## config.mk

```make
export PLATFORM = sky130hd
export DESIGN_NAME = uart_rx
export DESIGN_NICKNAME = d
export VERILOG_FILES = /design/src/hw/loader_pkg.sv /design/src/hw/uart_rx.sv
export VERILOG_INCLUDE_DIRS = /design/src /design/src/include
export SDC_FILE = /design/constraint.sdc
export NUM_CORES = 1
export LEC_CHECK = 0
export ABC_AREA = 1
export BUFFER_PORTS_ARGS = -buffer_cell sky130_fd_sc_hd__buf_2
export CORE_UTILIZATION = 54
export DETAILED_ROUTE_END_ITERATION = 7
export PLACE_DENSITY = 0.86
export REMOVE_ABC_BUFFERS = 1
export SYNTH_ARGS = -nofsm -noshare
export SYNTH_HDL_FRONTEND = slang
export SYNTH_SLANG_ARGS = --single-unit
```

## constraint.sdc

```tcl
create_clock -name clk -period 3 [get_ports clk]
set_input_delay 0.45 -clock clk [delete_from_list [all_inputs] [get_ports clk]]
set_output_delay 0.45 -clock clk [all_outputs]
set_load 0.03 [all_outputs]
```

## src/include/loader_consts.svh

```systemverilog
`ifndef LOADER_CONSTS_SVH
`define LOADER_CONSTS_SVH

// ~~~~~~~~~~~~~~~~~~~~
// UART bit timing
// ~~~~~~~~~~~~~~~~~~~~

// Clock cycles per serial bit, kept small for short runs.
`define LD_CLKS_PER_BIT 16

// ~~~~~~~~~~~~~~~~~~~~
// Word and memory sizes
// ~~~~~~~~~~~~~~~~~~~~

`define LD_BYTES_PER_WORD 4
`define LD_WORD_W 32
`define LD_IMEM_DEPTH 256
`define LD_ADDR_W 8 // Must cover LD_IMEM_DEPTH.

`endif
```

## src/hw/loader_pkg.sv

```systemverilog
`default_nettype none

`include "loader_consts.svh"

package loader_pkg;

    typedef logic [7:0] byte_t;
    typedef logic [`LD_WORD_W-1:0] word_t;
    typedef logic [`LD_ADDR_W-1:0] imem_addr_t;
    typedef logic [1:0] byte_idx_t; // Lane within a word.

    // Receiver FSM.
    typedef enum logic [1:0] {
        rx_idle,
        rx_start,
        rx_data,
        rx_stop
    } rx_state_t;

endpackage

`default_nettype wire

```

## src/hw/uart_rx.sv

```systemverilog
`timescale 1ns/1ns
`default_nettype none

`include "loader_consts.svh"

module uart_rx (
    input  logic               clk,
    input  logic               rst,
    input  logic               rx,
    output loader_pkg::byte_t  rx_byte,
    output logic               rx_valid
);

    localparam int CNT_W = $clog2(`LD_CLKS_PER_BIT);
    localparam logic [CNT_W-1:0] HALF_BIT = CNT_W'(`LD_CLKS_PER_BIT / 2 - 1);
    localparam logic [CNT_W-1:0] FULL_BIT = CNT_W'(`LD_CLKS_PER_BIT - 1);

    logic                  rx_meta;
    logic                  rx_sync;
    loader_pkg::rx_state_t state;
    logic [CNT_W-1:0]      clk_cnt;
    logic [2:0]            bit_cnt;
    loader_pkg::byte_t     shift_reg;

    // ~~~~~~~~~~~~~~~~~~~~
    // Input synchronizer
    // ~~~~~~~~~~~~~~~~~~~~

    always_ff @(posedge clk or posedge rst) begin
        if (rst) begin
            rx_meta <= 1'b1; // Line idles high.
            rx_sync <= 1'b1;
        end else begin
            rx_meta <= rx;
            rx_sync <= rx_meta;
        end
    end

    // ~~~~~~~~~~~~~~~~~~~~
    // Frame FSM
    // ~~~~~~~~~~~~~~~~~~~~

    always_ff @(posedge clk or posedge rst) begin
        if (rst) begin
            state    <= loader_pkg::rx_idle;
            clk_cnt  <= '0;
            bit_cnt  <= '0;
            rx_valid <= 1'b0;
        end else begin
            rx_valid <= 1'b0;
            case (state)
                loader_pkg::rx_idle: begin
                    clk_cnt <= '0;
                    bit_cnt <= '0;
                    if (!rx_sync) state <= loader_pkg::rx_start;
                end
                loader_pkg::rx_start: begin
                    if (clk_cnt == HALF_BIT) begin
                        clk_cnt <= '0;
                        // A glitch that is gone by mid bit is not a start.
                        state <= rx_sync ? loader_pkg::rx_idle : loader_pkg::rx_data;
                    end else begin
                        clk_cnt <= clk_cnt + 1'b1;
                    end
                end
                loader_pkg::rx_data: begin
                    if (clk_cnt == FULL_BIT) begin
                        clk_cnt <= '0;
                        bit_cnt <= bit_cnt + 1'b1;
                        if (bit_cnt == 3'd7) state <= loader_pkg::rx_stop;
                    end else begin
                        clk_cnt <= clk_cnt + 1'b1;
                    end
                end
                loader_pkg::rx_stop: begin
                    if (clk_cnt == FULL_BIT) begin
                        clk_cnt  <= '0;
                        rx_valid <= rx_sync; // Framing error drops the byte.
                        state    <= loader_pkg::rx_idle;
                    end else begin
                        clk_cnt <= clk_cnt + 1'b1;
                    end
                end
                default: state <= loader_pkg::rx_idle;
            endcase
        end
    end

    // Data bits arrive LSB first.
    always_ff @(posedge clk) begin
        if (state == loader_pkg::rx_data && clk_cnt == FULL_BIT)
            shift_reg <= {rx_sync, shift_reg[7:1]};
    end

    always_ff @(posedge clk) begin
        if (state == loader_pkg::rx_stop && clk_cnt == FULL_BIT && rx_sync)
            rx_byte <= shift_reg;
    end

    a_valid_single: assert property (@(posedge clk) disable iff (rst)
        rx_valid |=> !rx_valid);

endmodule

`default_nettype wire

```

==> metrics.md <==
| Metric | Value |
|---|---|
| Post-DR vias/cell | `5.03` |
| Syn. warnings | `0` |
| Largest net degree at the start of global routing | `16` |
| Slew @ Worst Pin | `435 ps` |
| Final wirelength | `~1600 um` |
| Routed wl met3 | `approximately 37 um` |
| Overall via count from detail_route | `roughly 630` |
| Max-slew violations | `0` |
| RSZ-0062 raised after global routing | `false` |
| PostCTS Resize Cnt | `0` |
| Number of global-route vias before repair | `between 500 and 600` |
| Wl on met1 | `about 730 um` |
| Main synth FF type | `edfxtp_1` |
| First-pass GRT wire length | `2600 um` |
| Fin crit period | `1490 ps` |
| DRC viols | `0` |
| CP max FO | `10` |
| Share of cells above drive strength 1 | `0.290` |
| Initial core utilization | `0.603` |
| Core footprint | `between 1500 and 2000 um^2` |
| RePlAce Congestion | `0.793` |
| # fillers | `~160` |
| Syn_area_per_cell | `about 13 um^2` |
| Clock skew | `5.12 ps` |
| Setup crit end kind | `flip-flop` |
| Final hold vios | `0` |
| Final period util | `0.497` |
| Hold-fix buffers at CTS | `0` |
| Top layer used by detailed routing | `met4` |
| Number of CTS-inserted buffers | `3` |
| Initial antenna violation count | `0` |
| WP data arrival | `1520 ps` |
| DP Wirelength | `1210 um` |
| Register area share after synthesis | `0.721` |
| Worst hold path type | `in2async` |
| Hold Slack | `between 90 and 100 ps` |
| Largest area contributor in the netlist | `edfxtp_1` |
| Port bufs | `11` |
| Nature of the critical path startpoint | `flip-flop` |
| Post-CTS setup buffers | `0` |
| Area Overhead vs Synth | `10.0%` |
| Root Driver | `clkbuf_4` |
| CTS Buffer Depth | `2` |
| Total gr overflow | `0` |
| Max VDD drop | `between 400 and 500 uV` |
| 1st-iter DRT viols | `19` |
| Status | `complete, no violations` |
| Distinct cells, synth | `21` |
| Die Width | `46.8 um` |
| Routed wl met2 | `~750 um` |
| Worst skew pair latency | `roughly 320 ps` |
| Top post-synthesis cells by count | `nand2_1, edfxtp_1, dfrtp_1, inv_1, nor2_1` |
| Die Ht | `roughly 47 um` |
| CTS H-tree depth | `1` |
| Ant diodes | `0` |
| # rows | `15` |
| CTS clk-pin slew, worst paths | `between 100 and 150 ps` |
| Count leader, synth | `nand2_1` |
| Register Area | `between 700 and 800 um^2` |
| Seq cells post-synth | `28` |
| Pleak | `0.000538 uW` |
| Slew HR | `0.710` |
| Clock sink count | `28` |
| PwrDens | `~690 nW/um^2` |
| Avg WL per Cell | `~13 um` |
| CTS tree | `done` |
| Cell Area, Synth | `roughly 1100 um^2` |
| Post-synth top area share | `0.442` |
| Gate Count Post-Synth | `between 80 and 90` |
| Multi-input logic area | `between 200 and 300 um^2` |
| Worst EP required | `around 3000 ps` |
| Detail Route Antenna Nets | `0` |
| Setup violators final | `0` |
| EDFF count, synth | `16` |
| Die ar. | `around 2200 um^2` |
| Total power | `827 uW` |
| Ranking of synthesized cells by area | `edfxtp_1, dfrtp_1, nand2_1` |
| Total Routing Usage GR | `0.184` |
| Max Cap Viol | `0` |
| Drt pass-1 iters | `4` |
| IO Count | `12` |
| Setup CP Type | `reg2reg` |
| Final Net Count | `107` |
| Max Fclk | `671 MHz` |
| Async SR Flop Fraction | `0.429` |
| Setup TNS | `0 ps` |
per-layer routing:
layer  vias to the layer above  track usage
li1                        312            -
met1                       296        0.249
met2                        15        0.272
met3                         6       0.0346
met4                         0        0.126
met5                         -            0
worst paths after layout:
| check | depth (start not counted) | start | end | slack (ps) |
|---|---|---|---|---|
| max | 5 | clk_cnt[0]$_DFF_PP0_ | shift_reg[4]$_DFFE_PP_ | 1510 |
| min | 2 | rst | rx_valid$_DFF_PP0_ | 90 |
| max reg2reg | 5 | clk_cnt[0]$_DFF_PP0_ | shift_reg[4]$_DFFE_PP_ | 1510 |
| min reg2reg | 0 | rx_meta$_DFF_PP1_ | rx_sync$_DFF_PP1_ | 370 |
| max in group asynchronous | 2 | rst | rx_sync$_DFF_PP1_ | 2570 |
| min in group clk | 1 | rx | rx_meta$_DFF_PP1_ | 210 |
kinds of logic after synthesis:
| kind of cell | after synthesis | share of synthesized area |
|---|---|---|
| and+or+nand+nor | 39 | 0.180 |
| DFF | 28 | 0.721 |
| buffers and inverters | 11 | 0.0449 |
| AOI/OAI and AO/OA | 4 | 0.0196 |
| adders and majority gates | 3 | 0.0346 |
placed cells by master (no fill, tap or decap), drive strengths merged, types with 2 or more instances in the layout:
| master | n |
|---|---|
| buf | 12 |
| inv | 10 |
| nor2 | 10 |
| nor3 | 2 |
| nand3 | 6 |
| ha | 3 |
| clkbuf | 3 |
| dfstp | 2 |
| dfrtp | 10 |
| nand2 | 19 |
| edfxtp | 16 |
| o21ai | 2 |
worst max-delay path, stage by stage, from the launching register on:
cell     delay, ps
dfrtp_1        400
ha_1           220
nand3_2        120
inv_1          110
nand2_1        140
inv_2          200
metrics by stage:
step                      area [um^2]  worst slack [ps]  std cells  utilization
final                            1190              1510        125        0.663
after global placement           1170              1630        121        0.649
after floorplan                  1070              1360         84            -
after CTS                        1190              1540        125        0.663
after global routing             1190              1400        125        0.663
after detailed placement         1170              1560        121        0.649
power breakdown:
| part | switching (uW) | leakage, uW | internal [uW] |
|---|---|---|---|
| logic | 127 | 0.000224 | 72.1 |
| clock network | 102 | 0.0000154 | 48.8 |
| registers | 41.0 | 0.000298 | 436 |
layout make-up:
type | instances | area share
Sequential cell | 28 | 0.655
Tap cell | 25 | 0.0262
Clock inverter | 1 | 0.00314
Clock buffer | 3 | 0.0188
Timing Repair Buffer | 12 | 0.0524
Inverter | 10 | 0.0314
Multi-Input combinational cell | 46 | 0.213
Power figures use the tool's default switching activity.
