`config.mk`:
```
export PLATFORM = sky130hd
export DESIGN_NAME = instr_assembler
export DESIGN_NICKNAME = d
export VERILOG_FILES = /design/src/hw/loader_pkg.sv /design/src/hw/instr_assembler.sv
export VERILOG_INCLUDE_DIRS = /design/src /design/src/include
export SDC_FILE = /design/constraint.sdc
export NUM_CORES = 1
export LEC_CHECK = 0
export ABC_AREA = 1
export BUFFER_PORTS_ARGS = -buffer_cell sky130_fd_sc_hd__buf_4
export CELL_PAD_IN_SITES_DETAIL_PLACEMENT = 1
export CELL_PAD_IN_SITES_GLOBAL_PLACEMENT = 1
export CORE_MARGIN = 3
export CORE_UTILIZATION = 35
export CTS_BUF_LIST = sky130_fd_sc_hd__clkbuf_4 sky130_fd_sc_hd__clkbuf_8 sky130_fd_sc_hd__clkbuf_16
export CTS_CLUSTER_DIAMETER = 60
export CTS_CLUSTER_SIZE = 12
export DETAILED_ROUTE_END_ITERATION = 10
export GPL_ROUTABILITY_DRIVEN = 0
export GPL_TIMING_DRIVEN = 0
export PLACE_DENSITY_LB_ADDON = 0.1
export RECOVER_POWER = 100
export SETUP_SLACK_MARGIN = 0.2
export SYNTH_ARGS = -nofsm -noshare
export SYNTH_HDL_FRONTEND = slang
export SYNTH_SLANG_ARGS = --single-unit
```
`constraint.sdc`:
```
create_clock -name clk -period 4.8 [get_ports clk]
set_clock_uncertainty 0.15 [all_clocks]
set_input_delay 1.44 -clock clk [delete_from_list [all_inputs] [get_ports clk]]
set_output_delay 1.44 -clock clk [all_outputs]
set_load 0.1 [all_outputs]
```
`src/include/loader_consts.svh`:
```
`ifndef LOADER_CONSTS_SVH
`define LOADER_CONSTS_SVH

// ~~~~~~~~~~~~~~~~~~~~
// UART bit timing
// ~~~~~~~~~~~~~~~~~~~~

// Clock cycles per serial bit, kept small for short runs.
`define LD_CLKS_PER_BIT 16

// ~~~~~~~~~~~~~~~~~~~~
// Word and memory sizes
// ~~~~~~~~~~~~~~~~~~~~

`define LD_BYTES_PER_WORD 4
`define LD_WORD_W 32
`define LD_IMEM_DEPTH 256
`define LD_ADDR_W 8 // Must cover LD_IMEM_DEPTH.

`endif
```
`src/hw/loader_pkg.sv`:
```
`default_nettype none

`include "loader_consts.svh"

package loader_pkg;

    typedef logic [7:0] byte_t;
    typedef logic [`LD_WORD_W-1:0] word_t;
    typedef logic [`LD_ADDR_W-1:0] imem_addr_t;
    typedef logic [1:0] byte_idx_t; // Lane within a word.

    // Receiver FSM.
    typedef enum logic [1:0] {
        rx_idle,
        rx_start,
        rx_data,
        rx_stop
    } rx_state_t;

endpackage

`default_nettype wire

```
`src/hw/instr_assembler.sv`:
```
`timescale 1ns/1ns
`default_nettype none

`include "loader_consts.svh"

module instr_assembler (
    input  logic                    clk,
    input  logic                    rst,
    input  logic                    load_start,
    input  logic                    load_stop,
    input  loader_pkg::byte_t       rx_byte,
    input  logic                    rx_valid,
    output logic                    loading,
    output loader_pkg::imem_addr_t  load_addr,
    output logic                    wr_en,
    output loader_pkg::imem_addr_t  wr_addr,
    output loader_pkg::word_t       wr_data
);

    localparam loader_pkg::byte_idx_t LAST_LANE =
        loader_pkg::byte_idx_t'(`LD_BYTES_PER_WORD - 1);

    loader_pkg::byte_idx_t byte_idx;
    loader_pkg::word_t     word_buf;
    logic                  byte_take;
    logic                  word_done;

    // A byte landing with either control pulse belongs to no window.
    assign byte_take = loading && rx_valid && !load_start && !load_stop;
    assign word_done = byte_take && (byte_idx == LAST_LANE);

    // ~~~~~~~~~~~~~~~~~~~~
    // Load window
    // ~~~~~~~~~~~~~~~~~~~~

    always_ff @(posedge clk or posedge rst) begin
        if (rst) begin
            loading <= 1'b0;
        end else if (load_start) begin
            loading <= 1'b1; // Start wins over stop.
        end else if (load_stop) begin
            loading <= 1'b0;
        end
    end

    // Cleared on stop too, so a partial word is dropped.
    always_ff @(posedge clk or posedge rst) begin
        if (rst) begin
            byte_idx <= '0;
        end else if (load_start || load_stop) begin
            byte_idx <= '0;
        end else if (byte_take) begin
            byte_idx <= byte_idx + 1'b1;
        end
    end

    // ~~~~~~~~~~~~~~~~~~~~
    // Byte packing
    // ~~~~~~~~~~~~~~~~~~~~

    always_ff @(posedge clk) begin
        if (byte_take)
            word_buf[byte_idx*8 +: 8] <= rx_byte;
    end

    // Last byte goes straight into the write word.
    always_ff @(posedge clk) begin
        if (word_done) begin
            wr_data <= {rx_byte, word_buf[`LD_WORD_W-9:0]};
            wr_addr <= load_addr;
        end
    end

    always_ff @(posedge clk or posedge rst) begin
        if (rst) begin
            wr_en <= 1'b0;
        end else begin
            wr_en <= word_done;
        end
    end

    // ~~~~~~~~~~~~~~~~~~~~
    // Address counter
    // ~~~~~~~~~~~~~~~~~~~~

    always_ff @(posedge clk or posedge rst) begin
        if (rst) begin
            load_addr <= '0;
        end else if (load_start) begin
            load_addr <= '0;
        end else if (wr_en) begin
            load_addr <= load_addr + 1'b1; // Wraps at memory depth.
        end
    end

    a_wr_in_window: assert property (@(posedge clk) disable iff (rst)
        wr_en |-> loading);

    a_wr_single: assert property (@(posedge clk) disable iff (rst)
        wr_en |=> !wr_en);

endmodule

`default_nettype wire

```
==> metrics.csv, run 1 <==
stage;metric;value;unit
cells_and_area;commonest non-fill, non-tap cell in the layout;edfxtp_1;
power;maximum VDD drop;131;uV
timing;Max Freq;0.283;GHz
global_routing;largest net degree at the start of global routing;29;
worst_setup_path;CP max stage cell;nor2_1;
yosys;syn_area_per_cell;14.5;um2
routing;WL final;5.34;mm
clocking;CTS Buf Count;9;
cells_and_area;P&R area growth vs syn;20.1;%
power;LEAKAGE;1.20;nW
worst_setup_path;critical path arrival;3.43;ns
timing;final setup fails;0;
worst_setup_path;Crit. End Element;flip-flop;
timing;Hold Slack;0.274;ns
yosys;leading area contributor after synthesis;edfxtp_1;
worst_hold_path;Hold Path Class;flip-flop to flip-flop;
die;IO Pins;63;
cells_and_area;# diodes;0;
flow_run;Max Cap Viol;0;
placed_design;IO buf count;62;
worst_setup_path;maximum single-stage delay on the critical path;1.07;ns
clocking;Root Driver;clkbuf_8;
die;Initial Utilization;0.372;
worst_setup_path;Most common cell on crit path;nor2_1;
yosys;Yosys warning count;0;
clocking;Max clock buf depth;2;
routing;vias per cell;4.50;
die;Die Area;9060;um2
yosys;post-synthesis sequential area ratio;0.798;
worst_setup_path;Req. time, crit path;4.69;ns
yosys;largest cells by area after synthesis;edfxtp_1 (69%), dfrtp_1 (11%), inv_1 (3.4%);
placed_design;Placed Cells;354;
power;power per cell area;358;nW/um2
worst_hold_path;end of the worst hold path;wr_data[23];
timing;final period utilization;0.737;
clocking;CTS sink count;76;
routing;Initial DRC Count;37;
clocking;postcts setup bufs;0;
die;Die H;95.2;um
timing;fin. max-slew vios;0;
clocking;clk slew on worst S/H paths;0.08;ns
yosys;synth unique cells;19;
worst_setup_path;worst path bufs/invs;2;
timing;RSZ-0062 raised after global routing;false;
worst_setup_path;crit-path cells;clkbuf_1 -> nor2_1 -> nand3_1 -> nor2_1 -> buf_12;
worst_hold_path;Hold Crit Start;word_buf[23];
clocking;worst skew pair latency;0.34;ns
cells_and_area;post-route cell area;3340;um2
outcome;outcome;complete, no violations;
timing;Fin. Hold Viols;0;
worst_setup_path;Worst R2R Start;loading;
placed_design;Cell Area, Placed;3400;um2
routing;number of antenna-violating nets in the routed design;0;
timing;Worst-Margin Slew;1.33;ns
yosys;cell count after synthesis;192;
cells_and_area;post-route insts no fill;370;
global_routing;vias in the first global route;1608;
worst_setup_path;R2R setup slack;2.37;ns
global_routing;global-route wire length before repair;8.19;mm
clocking;Post-CTS Resized;0;
die;chip width;95.2;um
cells_and_area;NumNets Final;285;
clocking;hold buffers post-CTS;0;
routing;WL/cell;14.4;um
worst_setup_path;Top Family by Delay on Critical Path;simple AND/OR/NAND/NOR gates;
cells_and_area;most frequent cells in the layout;edfxtp_1 (64), clkbuf_1 (56), inv_1 (26), nor2_1 (26), nand2_1 (23);
yosys;Cell Area, Synth;2780;um2
global_routing;grt ovf;0;
clocking;H-tree levels;3;
power;Pwr Total;1.20;mW
routing;total number of vias;1664;
worst_setup_path;crit start category;input port;
global_routing;Overall Global Routing Usage;0.123;
worst_setup_path;Worst Path Class, Setup;input port to flip-flop;
yosys;FF+latch count, synth;76;
worst_setup_path;Worst R2R Path Depth;3;
worst_setup_path;CP Max Fanout;28;
clocking;CTS tree;done;
timing;setup tns final;0;ns
timing;slew margin rel.;0.112;
routing;DRC violation count after routing;0;
yosys;area share of the largest cell type after synthesis;0.690;
placed_design;detailed placement HPWL;3.88;mm
die;cell row count;31;
die;core area;7490;um2
cells_and_area;layout cells sized above 1;0.0886;
timing;fin crit period;3.54;ns
global_routing;initial antenna violation count;0;
yosys;Post-Syn Nets;211;
routing;drt pass-1 iters;4;
worst_hold_path;Hold Path Depth;0;
worst_setup_path;r2r endpoint;wr_data[19];
power breakdown:
| part | switching (mW) | total, mW | internal, mW |
|---|---|---|---|
| Clock | 0.250 | 0.445 | 0.195 |
| Combinational | 0.0274 | 0.0375 | 0.0101 |
| Sequential | 0.00174 | 0.715 | 0.713 |
| Total | 0.280 | 1.20 | 0.918 |
through the flow:
step	setup slack, ns	utilization
floorplan	0.646	-
global placement	-0.378	0.451
detailed placement	1.53	0.454
CTS	1.89	0.479
global route	1.07	0.447
finish	1.26	0.447
synth_stat cells:
cell type  count
nand3_2        1
nand2_1       22
nor4_2         1
nand2_2        1
a21oi_1        3
o21ai_0        3
nor2_4         1
nand4_1        3
nand3_1        6
nor2_2         1
inv_1         25
or2_0          1
inv_2          1
edfxtp_1      64
nor3_1        16
nor2_1        24
buf_2          1
dfrtp_1       12
ha_1           6
routing by layer:
metal  track usage  vias to the layer above  wire, um
met5             0                        -         0
met4        0.0613                        0       102
li1              -                      808         -
met1         0.159                      803      2410
met2         0.192                       45      2470
met3        0.0324                        8       356
kinds of logic after synthesis:
family	share of synthesized area
compound gates	0.0108
flops	0.798
fa+ha+maj	0.0270
buf+inv	0.0369
simple gates	0.127
state kept, by name (all words and copies together) (netlist names):
register	count
wr_en	1
wr_data	32
byte_idx	2
loading	1
wr_addr	8
load_addr	8
word_buf	24
layout make-up:
| cell class | instances | area (um2) |
|---|---|---|
| Inverter | 26 | 97.6 |
| Multi-Input combinational cell | 89 | 435 |
| Sequential cell | 76 | 2220 |
| Fill cell | 825 | 4140 |
| Buffer | 1 | 3.75 |
| Clock buffer | 9 | 124 |
| Clock inverter | 7 | 58.8 |
| Timing Repair Buffer | 63 | 279 |
| Tap cell | 99 | 124 |
worst max path at each step:
stage,to,depth (start not counted),from,slack [ns]
floorplan,wr_addr[0],3,load_start,0.65
global placement,wr_data[6],4,load_start,-0.38
detailed placement,wr_data[6],5,load_start,1.53
CTS,wr_data[19],5,load_start,1.89
global route,wr_data[10],5,load_start,1.07
finish,wr_data[19],5,load_start,1.26
Note: power is estimated with default switching activity, not from simulation.
==> inputs of run 2 (changes only) <==
Clock period 4.8 ns to 2.8 ns, I/O delays scaled along.
==> run 2 against run 1 <==
  * Cell area is 2.4% higher
  * Final cell count did not move
  * Combinational power grew 71%
  * Die area stayed put
  * Routed wire length down 0.69%
  * Clock power grew 85%
  * Via count down 1.2%
==> metrics.csv, run 2 (synthesis results as in run 1) <==
stage;metric;value;unit
cells_and_area;layout cells sized above 1;0.277;
timing;Final Worst Setup Slack;0.298;ns
power;sw power;0.456;mW
clocking;clk slew on worst S/H paths;0.07;ns
worst_setup_path;worst path bufs/invs;1;
cells_and_area;post-route insts no fill;370;
routing;DRC violation count after routing;0;
power;clock share of power;0.389;
worst_setup_path;crit start category;input port;
global_routing;grt ovf;0;
worst_setup_path;Crit. End Element;flip-flop;
power;Sw Share;0.216;
power;Pwr Total;2.11;mW
clocking;CTS sink count;76;
die;Die H;95.2;um
power;combinational power share;0.030;
cells_and_area;final core occ;0.457;
routing;drt pass-1 iters;3;
cells_and_area;post-route cell area;3420;um2
timing;Hold Slack;0.272;ns
worst_hold_path;Hold Path Class;flip-flop to flip-flop;
worst_setup_path;crit-path cells;buf_4 -> nor2_1 -> nand3_1 -> nor2_1;
global_routing;vias in the first global route;1653;
clocking;worst skew pair latency;0.34;ns
timing;final setup fails;0;
cells_and_area;Top reg by flops;wr_data;
routing;Initial DRC Count;43;
flow_run;Max Cap Viol;0;
cells_and_area;most frequent cells in the layout;edfxtp_1 (64), clkbuf_2 (50), inv_1 (26);
placed_design;detailed placement HPWL;3.67;mm
clocking;H-tree levels;3;
placed_design;Cell Area, Placed;3380;um2
cells_and_area;NumNets Final;285;
outcome;outcome;complete, no violations;
placed_design;IO buf count;62;
timing;slew margin rel.;0.472;
cells_and_area;commonest non-fill, non-tap cell in the layout;edfxtp_1;
die;core area;7490;um2
die;cell row count;31;
power;LEAKAGE;1.36;nW
worst_setup_path;critical path arrival;2.32;ns
clocking;hold buffers post-CTS;0;
clocking;CTS Buf Count;9;
routing;total number of vias;1644;
placed_design;Placed Cells;353;
cells_and_area;top flop regs;wr_data: 32 flops, word_buf: 24 flops;
worst_setup_path;CP Max Fanout;9;
routing;WL/cell;14.3;um
clocking;Post-CTS Resized;1;
cells_and_area;P&R area growth vs syn;23.0;%
worst_setup_path;Most common cell on crit path;nor2_1;
cells_and_area;# diodes;0;
routing;number of antenna-violating nets in the routed design;0;
die;Initial Utilization;0.372;
die;chip width;95.2;um
timing;Worst-Margin Slew;0.789;ns
worst_setup_path;Req. time, crit path;2.62;ns
global_routing;Overall Global Routing Usage;0.128;
timing;Fin. Hold Viols;0;
routing;vias per cell;4.44;
die;Die Area;9060;um2
power;P_int;1.66;mW
clocking;CTS tree;done;
global_routing;global-route wire length before repair;8.45;mm
power;maximum VDD drop;242;uV
timing;fin. max-slew vios;0;
cells_and_area;max FFs per register;32;
timing;Max Freq;0.400;GHz
worst_setup_path;CP max stage cell;nor2_1;
clocking;Root Driver;clkbuf_8;
timing;final period utilization;0.894;
global_routing;initial antenna violation count;0;
power;share of power burned in registers;0.580;
placed_design;Place WS;-0.222;ns
clocking;Max clock buf depth;2;
worst_setup_path;Top Family by Delay on Critical Path;simple AND/OR/NAND/NOR gates;
routing;WL final;5.31;mm
power;power per cell area;617;nW/um2
worst_setup_path;Worst Path Class, Setup;input port to flip-flop;
timing;RSZ-0062 raised after global routing;false;
global_routing;largest net degree at the start of global routing;22;
die;IO Pins;63;
worst_setup_path;maximum single-stage delay on the critical path;0.75;ns
clocking;postcts setup bufs;0;
timing;setup tns final;0;ns
timing;fin crit period;2.50;ns
==> run 2: changes by cell type in the layout (fill, tap and decap cells not counted), moves of 2 or more <==
cell      delta
clkbuf_2    +50
nor2_4       +2
clkbuf_1    -50
inv_6        -2
==> run 2: area by class of cell <==
cell class | instances | area, um2
fillers | 808 | 4060
inverters | 26 | 97.6
clock inverters | 7 | 76.3
plain buffers | 1 | 3.75
clock buffers | 9 | 124
multi-input cells | 90 | 454
repair buffers | 62 | 322
flip-flops and latches | 76 | 2220
well taps | 99 | 124
==> run 2: path summary, 6_finish.rpt <==
check	startpoint	endpoint	slack [ns]	depth (start not counted)
max	load_start	word_buf[16]	0.30	4
min	word_buf[19]	wr_data[19]	0.27	0
max reg2reg	loading	word_buf[16]	0.80	2
min reg2reg	word_buf[19]	wr_data[19]	0.27	0
max in group asynchronous	rst	load_addr[7]	1.80	2
min in group asynchronous	rst	wr_en	0.36	2
==> run 2: layer usage <==
metal | global-route usage | wire length, um
met1 | 0.166 | 2370
met2 | 0.203 | 2560
met3 | 0.0300 | 276
met4 | 0.0577 | 99
met5 | 0 | 0
==> run 2: power by group through the flow <==
| stage | clock (mW) | sequential [mW] | combinational [mW] |
|---|---|---|---|
| after global routing | 0.897 | 1.23 | 0.0740 |
| final | 0.822 | 1.23 | 0.0643 |
| after global placement | 0 | 1.25 | 0.0703 |
| after floorplan | 0 | 1.26 | 0.0334 |
| after detailed placement | 0 | 1.25 | 0.0717 |
| after CTS | 0.846 | 1.23 | 0.0725 |
==> inputs of run 3 (changes only) <==
Settings changed: CORE_UTILIZATION 35 to 39.
==> run 3 against run 2 <==
  * Routed wire length rose by 3.2%
  * Sequential cell count did not move
  * Clock power fell by 6.8%
  * Via count rose by 2.5%
  * Cell area fell by 0.51%
  * Utilization rose by 3.9 points
  * Sequential power barely moved
  * Critical path type unchanged
  * Register-to-register slack got worse by 0.03 ns
  * Largest cell class unchanged
  * Combinational power rose by 1%
  * Non-clock buffer count did not move
  * Critical path depth did not move
==> metrics.csv, run 3 (synthesis results as in run 1) <==
stage;metric;value;unit
outcome;outcome;complete, no violations;
timing;fin crit period;2.47;ns
worst_setup_path;Worst R2R Path Depth;2;
flow_run;Max Cap Viol;0;
cells_and_area;# diodes;0;
cells_and_area;post-route insts no fill;367;
timing;RSZ-0062 raised after global routing;false;
clocking;Max clock buf depth;2;
die;Die H;90.5;um
timing;final period utilization;0.881;
power;Pwr Total;2.06;mW
worst_setup_path;Top Family by Delay on Critical Path;simple AND/OR/NAND/NOR gates;
clocking;postcts setup bufs;0;
timing;Fin. Hold Viols;0;
placed_design;IO buf count;62;
timing;slew margin rel.;0.483;
worst_setup_path;Req. time, crit path;2.63;ns
worst_hold_path;Hold Path Depth;0;
timing;Worst-Margin Slew;0.773;ns
routing;drt pass-1 iters;4;
worst_setup_path;Worst Path Class, Setup;input port to flip-flop;
global_routing;initial antenna violation count;0;
cells_and_area;P&R area growth vs syn;22.3;%
clocking;CTS Buf Count;9;
cells_and_area;Fill cells;724;
global_routing;Overall Global Routing Usage;0.146;
routing;vias per cell;4.59;
worst_setup_path;worst path bufs/invs;1;
worst_hold_path;Hold Path Class;flip-flop to flip-flop;
cells_and_area;layout cells sized above 1;0.280;
worst_setup_path;crit-path cells;clkbuf_1 -> nor2_2 -> nand3_1 -> nor2_1;
cells_and_area;post-route cell area;3410;um2
clocking;clk slew on worst S/H paths;0.08;ns
worst_hold_path;Hold Crit Start;word_buf[8];
cells_and_area;NumNets Final;285;
timing;Max Freq;0.405;GHz
die;cell row count;30;
die;Initial Utilization;0.405;
clocking;CTS tree;done;
cells_and_area;top flop regs;wr_data: 32 flops, word_buf: 24 flops;
worst_hold_path;end of the worst hold path;wr_data[8];
worst_setup_path;critical path arrival;2.30;ns
power;LEAKAGE;1.34;nW
cells_and_area;max FFs per register;32;
worst_setup_path;r2r endpoint;word_buf[23];
routing;DRC violation count after routing;0;
cells_and_area;final core occ;0.496;
cells_and_area;Top reg by flops;wr_data;
cells_and_area;commonest non-fill, non-tap cell in the layout;edfxtp_1;
timing;fin. max-slew vios;0;
worst_setup_path;Worst R2R Start;loading;
worst_setup_path;Crit. End Element;flip-flop;
worst_setup_path;CP Max Fanout;9;
timing;final setup fails;0;
clocking;Root Driver;clkbuf_8;
routing;WL/cell;14.9;um
routing;WL final;5.48;mm
global_routing;grt ovf;0;
die;IO Pins;63;
routing;number of antenna-violating nets in the routed design;0;
power;maximum VDD drop;222;uV
worst_setup_path;crit start category;input port;
worst_setup_path;maximum single-stage delay on the critical path;0.75;ns
placed_design;Placed Cells;350;
clocking;CTS sink count;76;
global_routing;vias in the first global route;1724;
worst_setup_path;R2R setup slack;0.77;ns
routing;Initial DRC Count;41;
power;power per cell area;604;nW/um2
global_routing;global-route wire length before repair;9.07;mm
global_routing;largest net degree at the start of global routing;22;
placed_design;Place WS;-0.285;ns
cells_and_area;most frequent cells in the layout;edfxtp_1 (64), clkbuf_2 (50), inv_1 (26);
die;chip width;90.5;um
routing;total number of vias;1685;
clocking;H-tree levels;3;
placed_design;detailed placement HPWL;3.86;mm
placed_design;Cell Area, Placed;3380;um2
die;core area;6870;um2
die;Die Area;8190;um2
timing;Final Worst Setup Slack;0.333;ns
worst_setup_path;CP max stage cell;nor2_1;
clocking;worst skew pair latency;0.34;ns
## run 3: changes by cell type in the layout (fill, tap and decap cells not counted)
cell / previous run / this run
buf_4: 3 / 2
bufinv_16: 1 / 0
clkbuf_4: 4 / 5
clkinv_2: 1 / 0
clkinvlp_4: 2 / 3
inv_8: 0 / 1
nor2_1: 25 / 24
nor2_2: 0 / 1
## run 3: layer usage
layer,up-vias,track usage,share of wire
met5,-,0,0
met2,46,0.221,0.47
li1,810,-,-
met4,0,0.0574,0.014
met3,7,0.0500,0.052
met1,822,0.193,0.46
## run 3: worst max-delay path by stage
| stage | startpoint | to | cells past startpoint |
|---|---|---|---|
| after floorplan | loading | wr_addr[0] | 2 |
| after global placement | load_start | wr_data[4] | 4 |
| after detailed placement | load_start | wr_data[4] | 4 |
| after CTS | load_start | word_buf[0] | 4 |
| after global routing | load_start | word_buf[0] | 4 |
| final | load_start | word_buf[23] | 4 |
## run 3: repair_timing
| item | in CTS | in global routing |
|---|---|---|
| hold buffers | 0 | 0 |
| setup endpoints to repair | 40 | 0 |
| resized for setup | 1 | 0 |
## run 3: metrics by stage
stage               hold WS, ns  setup TNS, ns
finish                    0.275              0
global route              0.284              0
CTS                       0.275              0
detailed placement        0.256         -11.43
global placement          0.251          -8.49
floorplan                 0.250              0
## run 3: power breakdown
part | internal [mW] | total (mW) | switching (mW)
Sequential | 1.22 | 1.22 | 0.00275
Combinational | 0.0177 | 0.0651 | 0.0474
Clock | 0.333 | 0.766 | 0.433
Total | 1.57 | 2.06 | 0.483
## run 3: area by class of cell
cell class,count,area (um2),share of cell area
plain buffers,1,3.75,0.00110
clock buffers,9,124,0.0364
clock inverters,7,60.1,0.0176
inverters,26,97.6,0.0287
multi-input cells,90,457,0.134
flip-flops and latches,76,2220,0.652
well taps,96,120,0.0353
repair buffers,62,322,0.0944
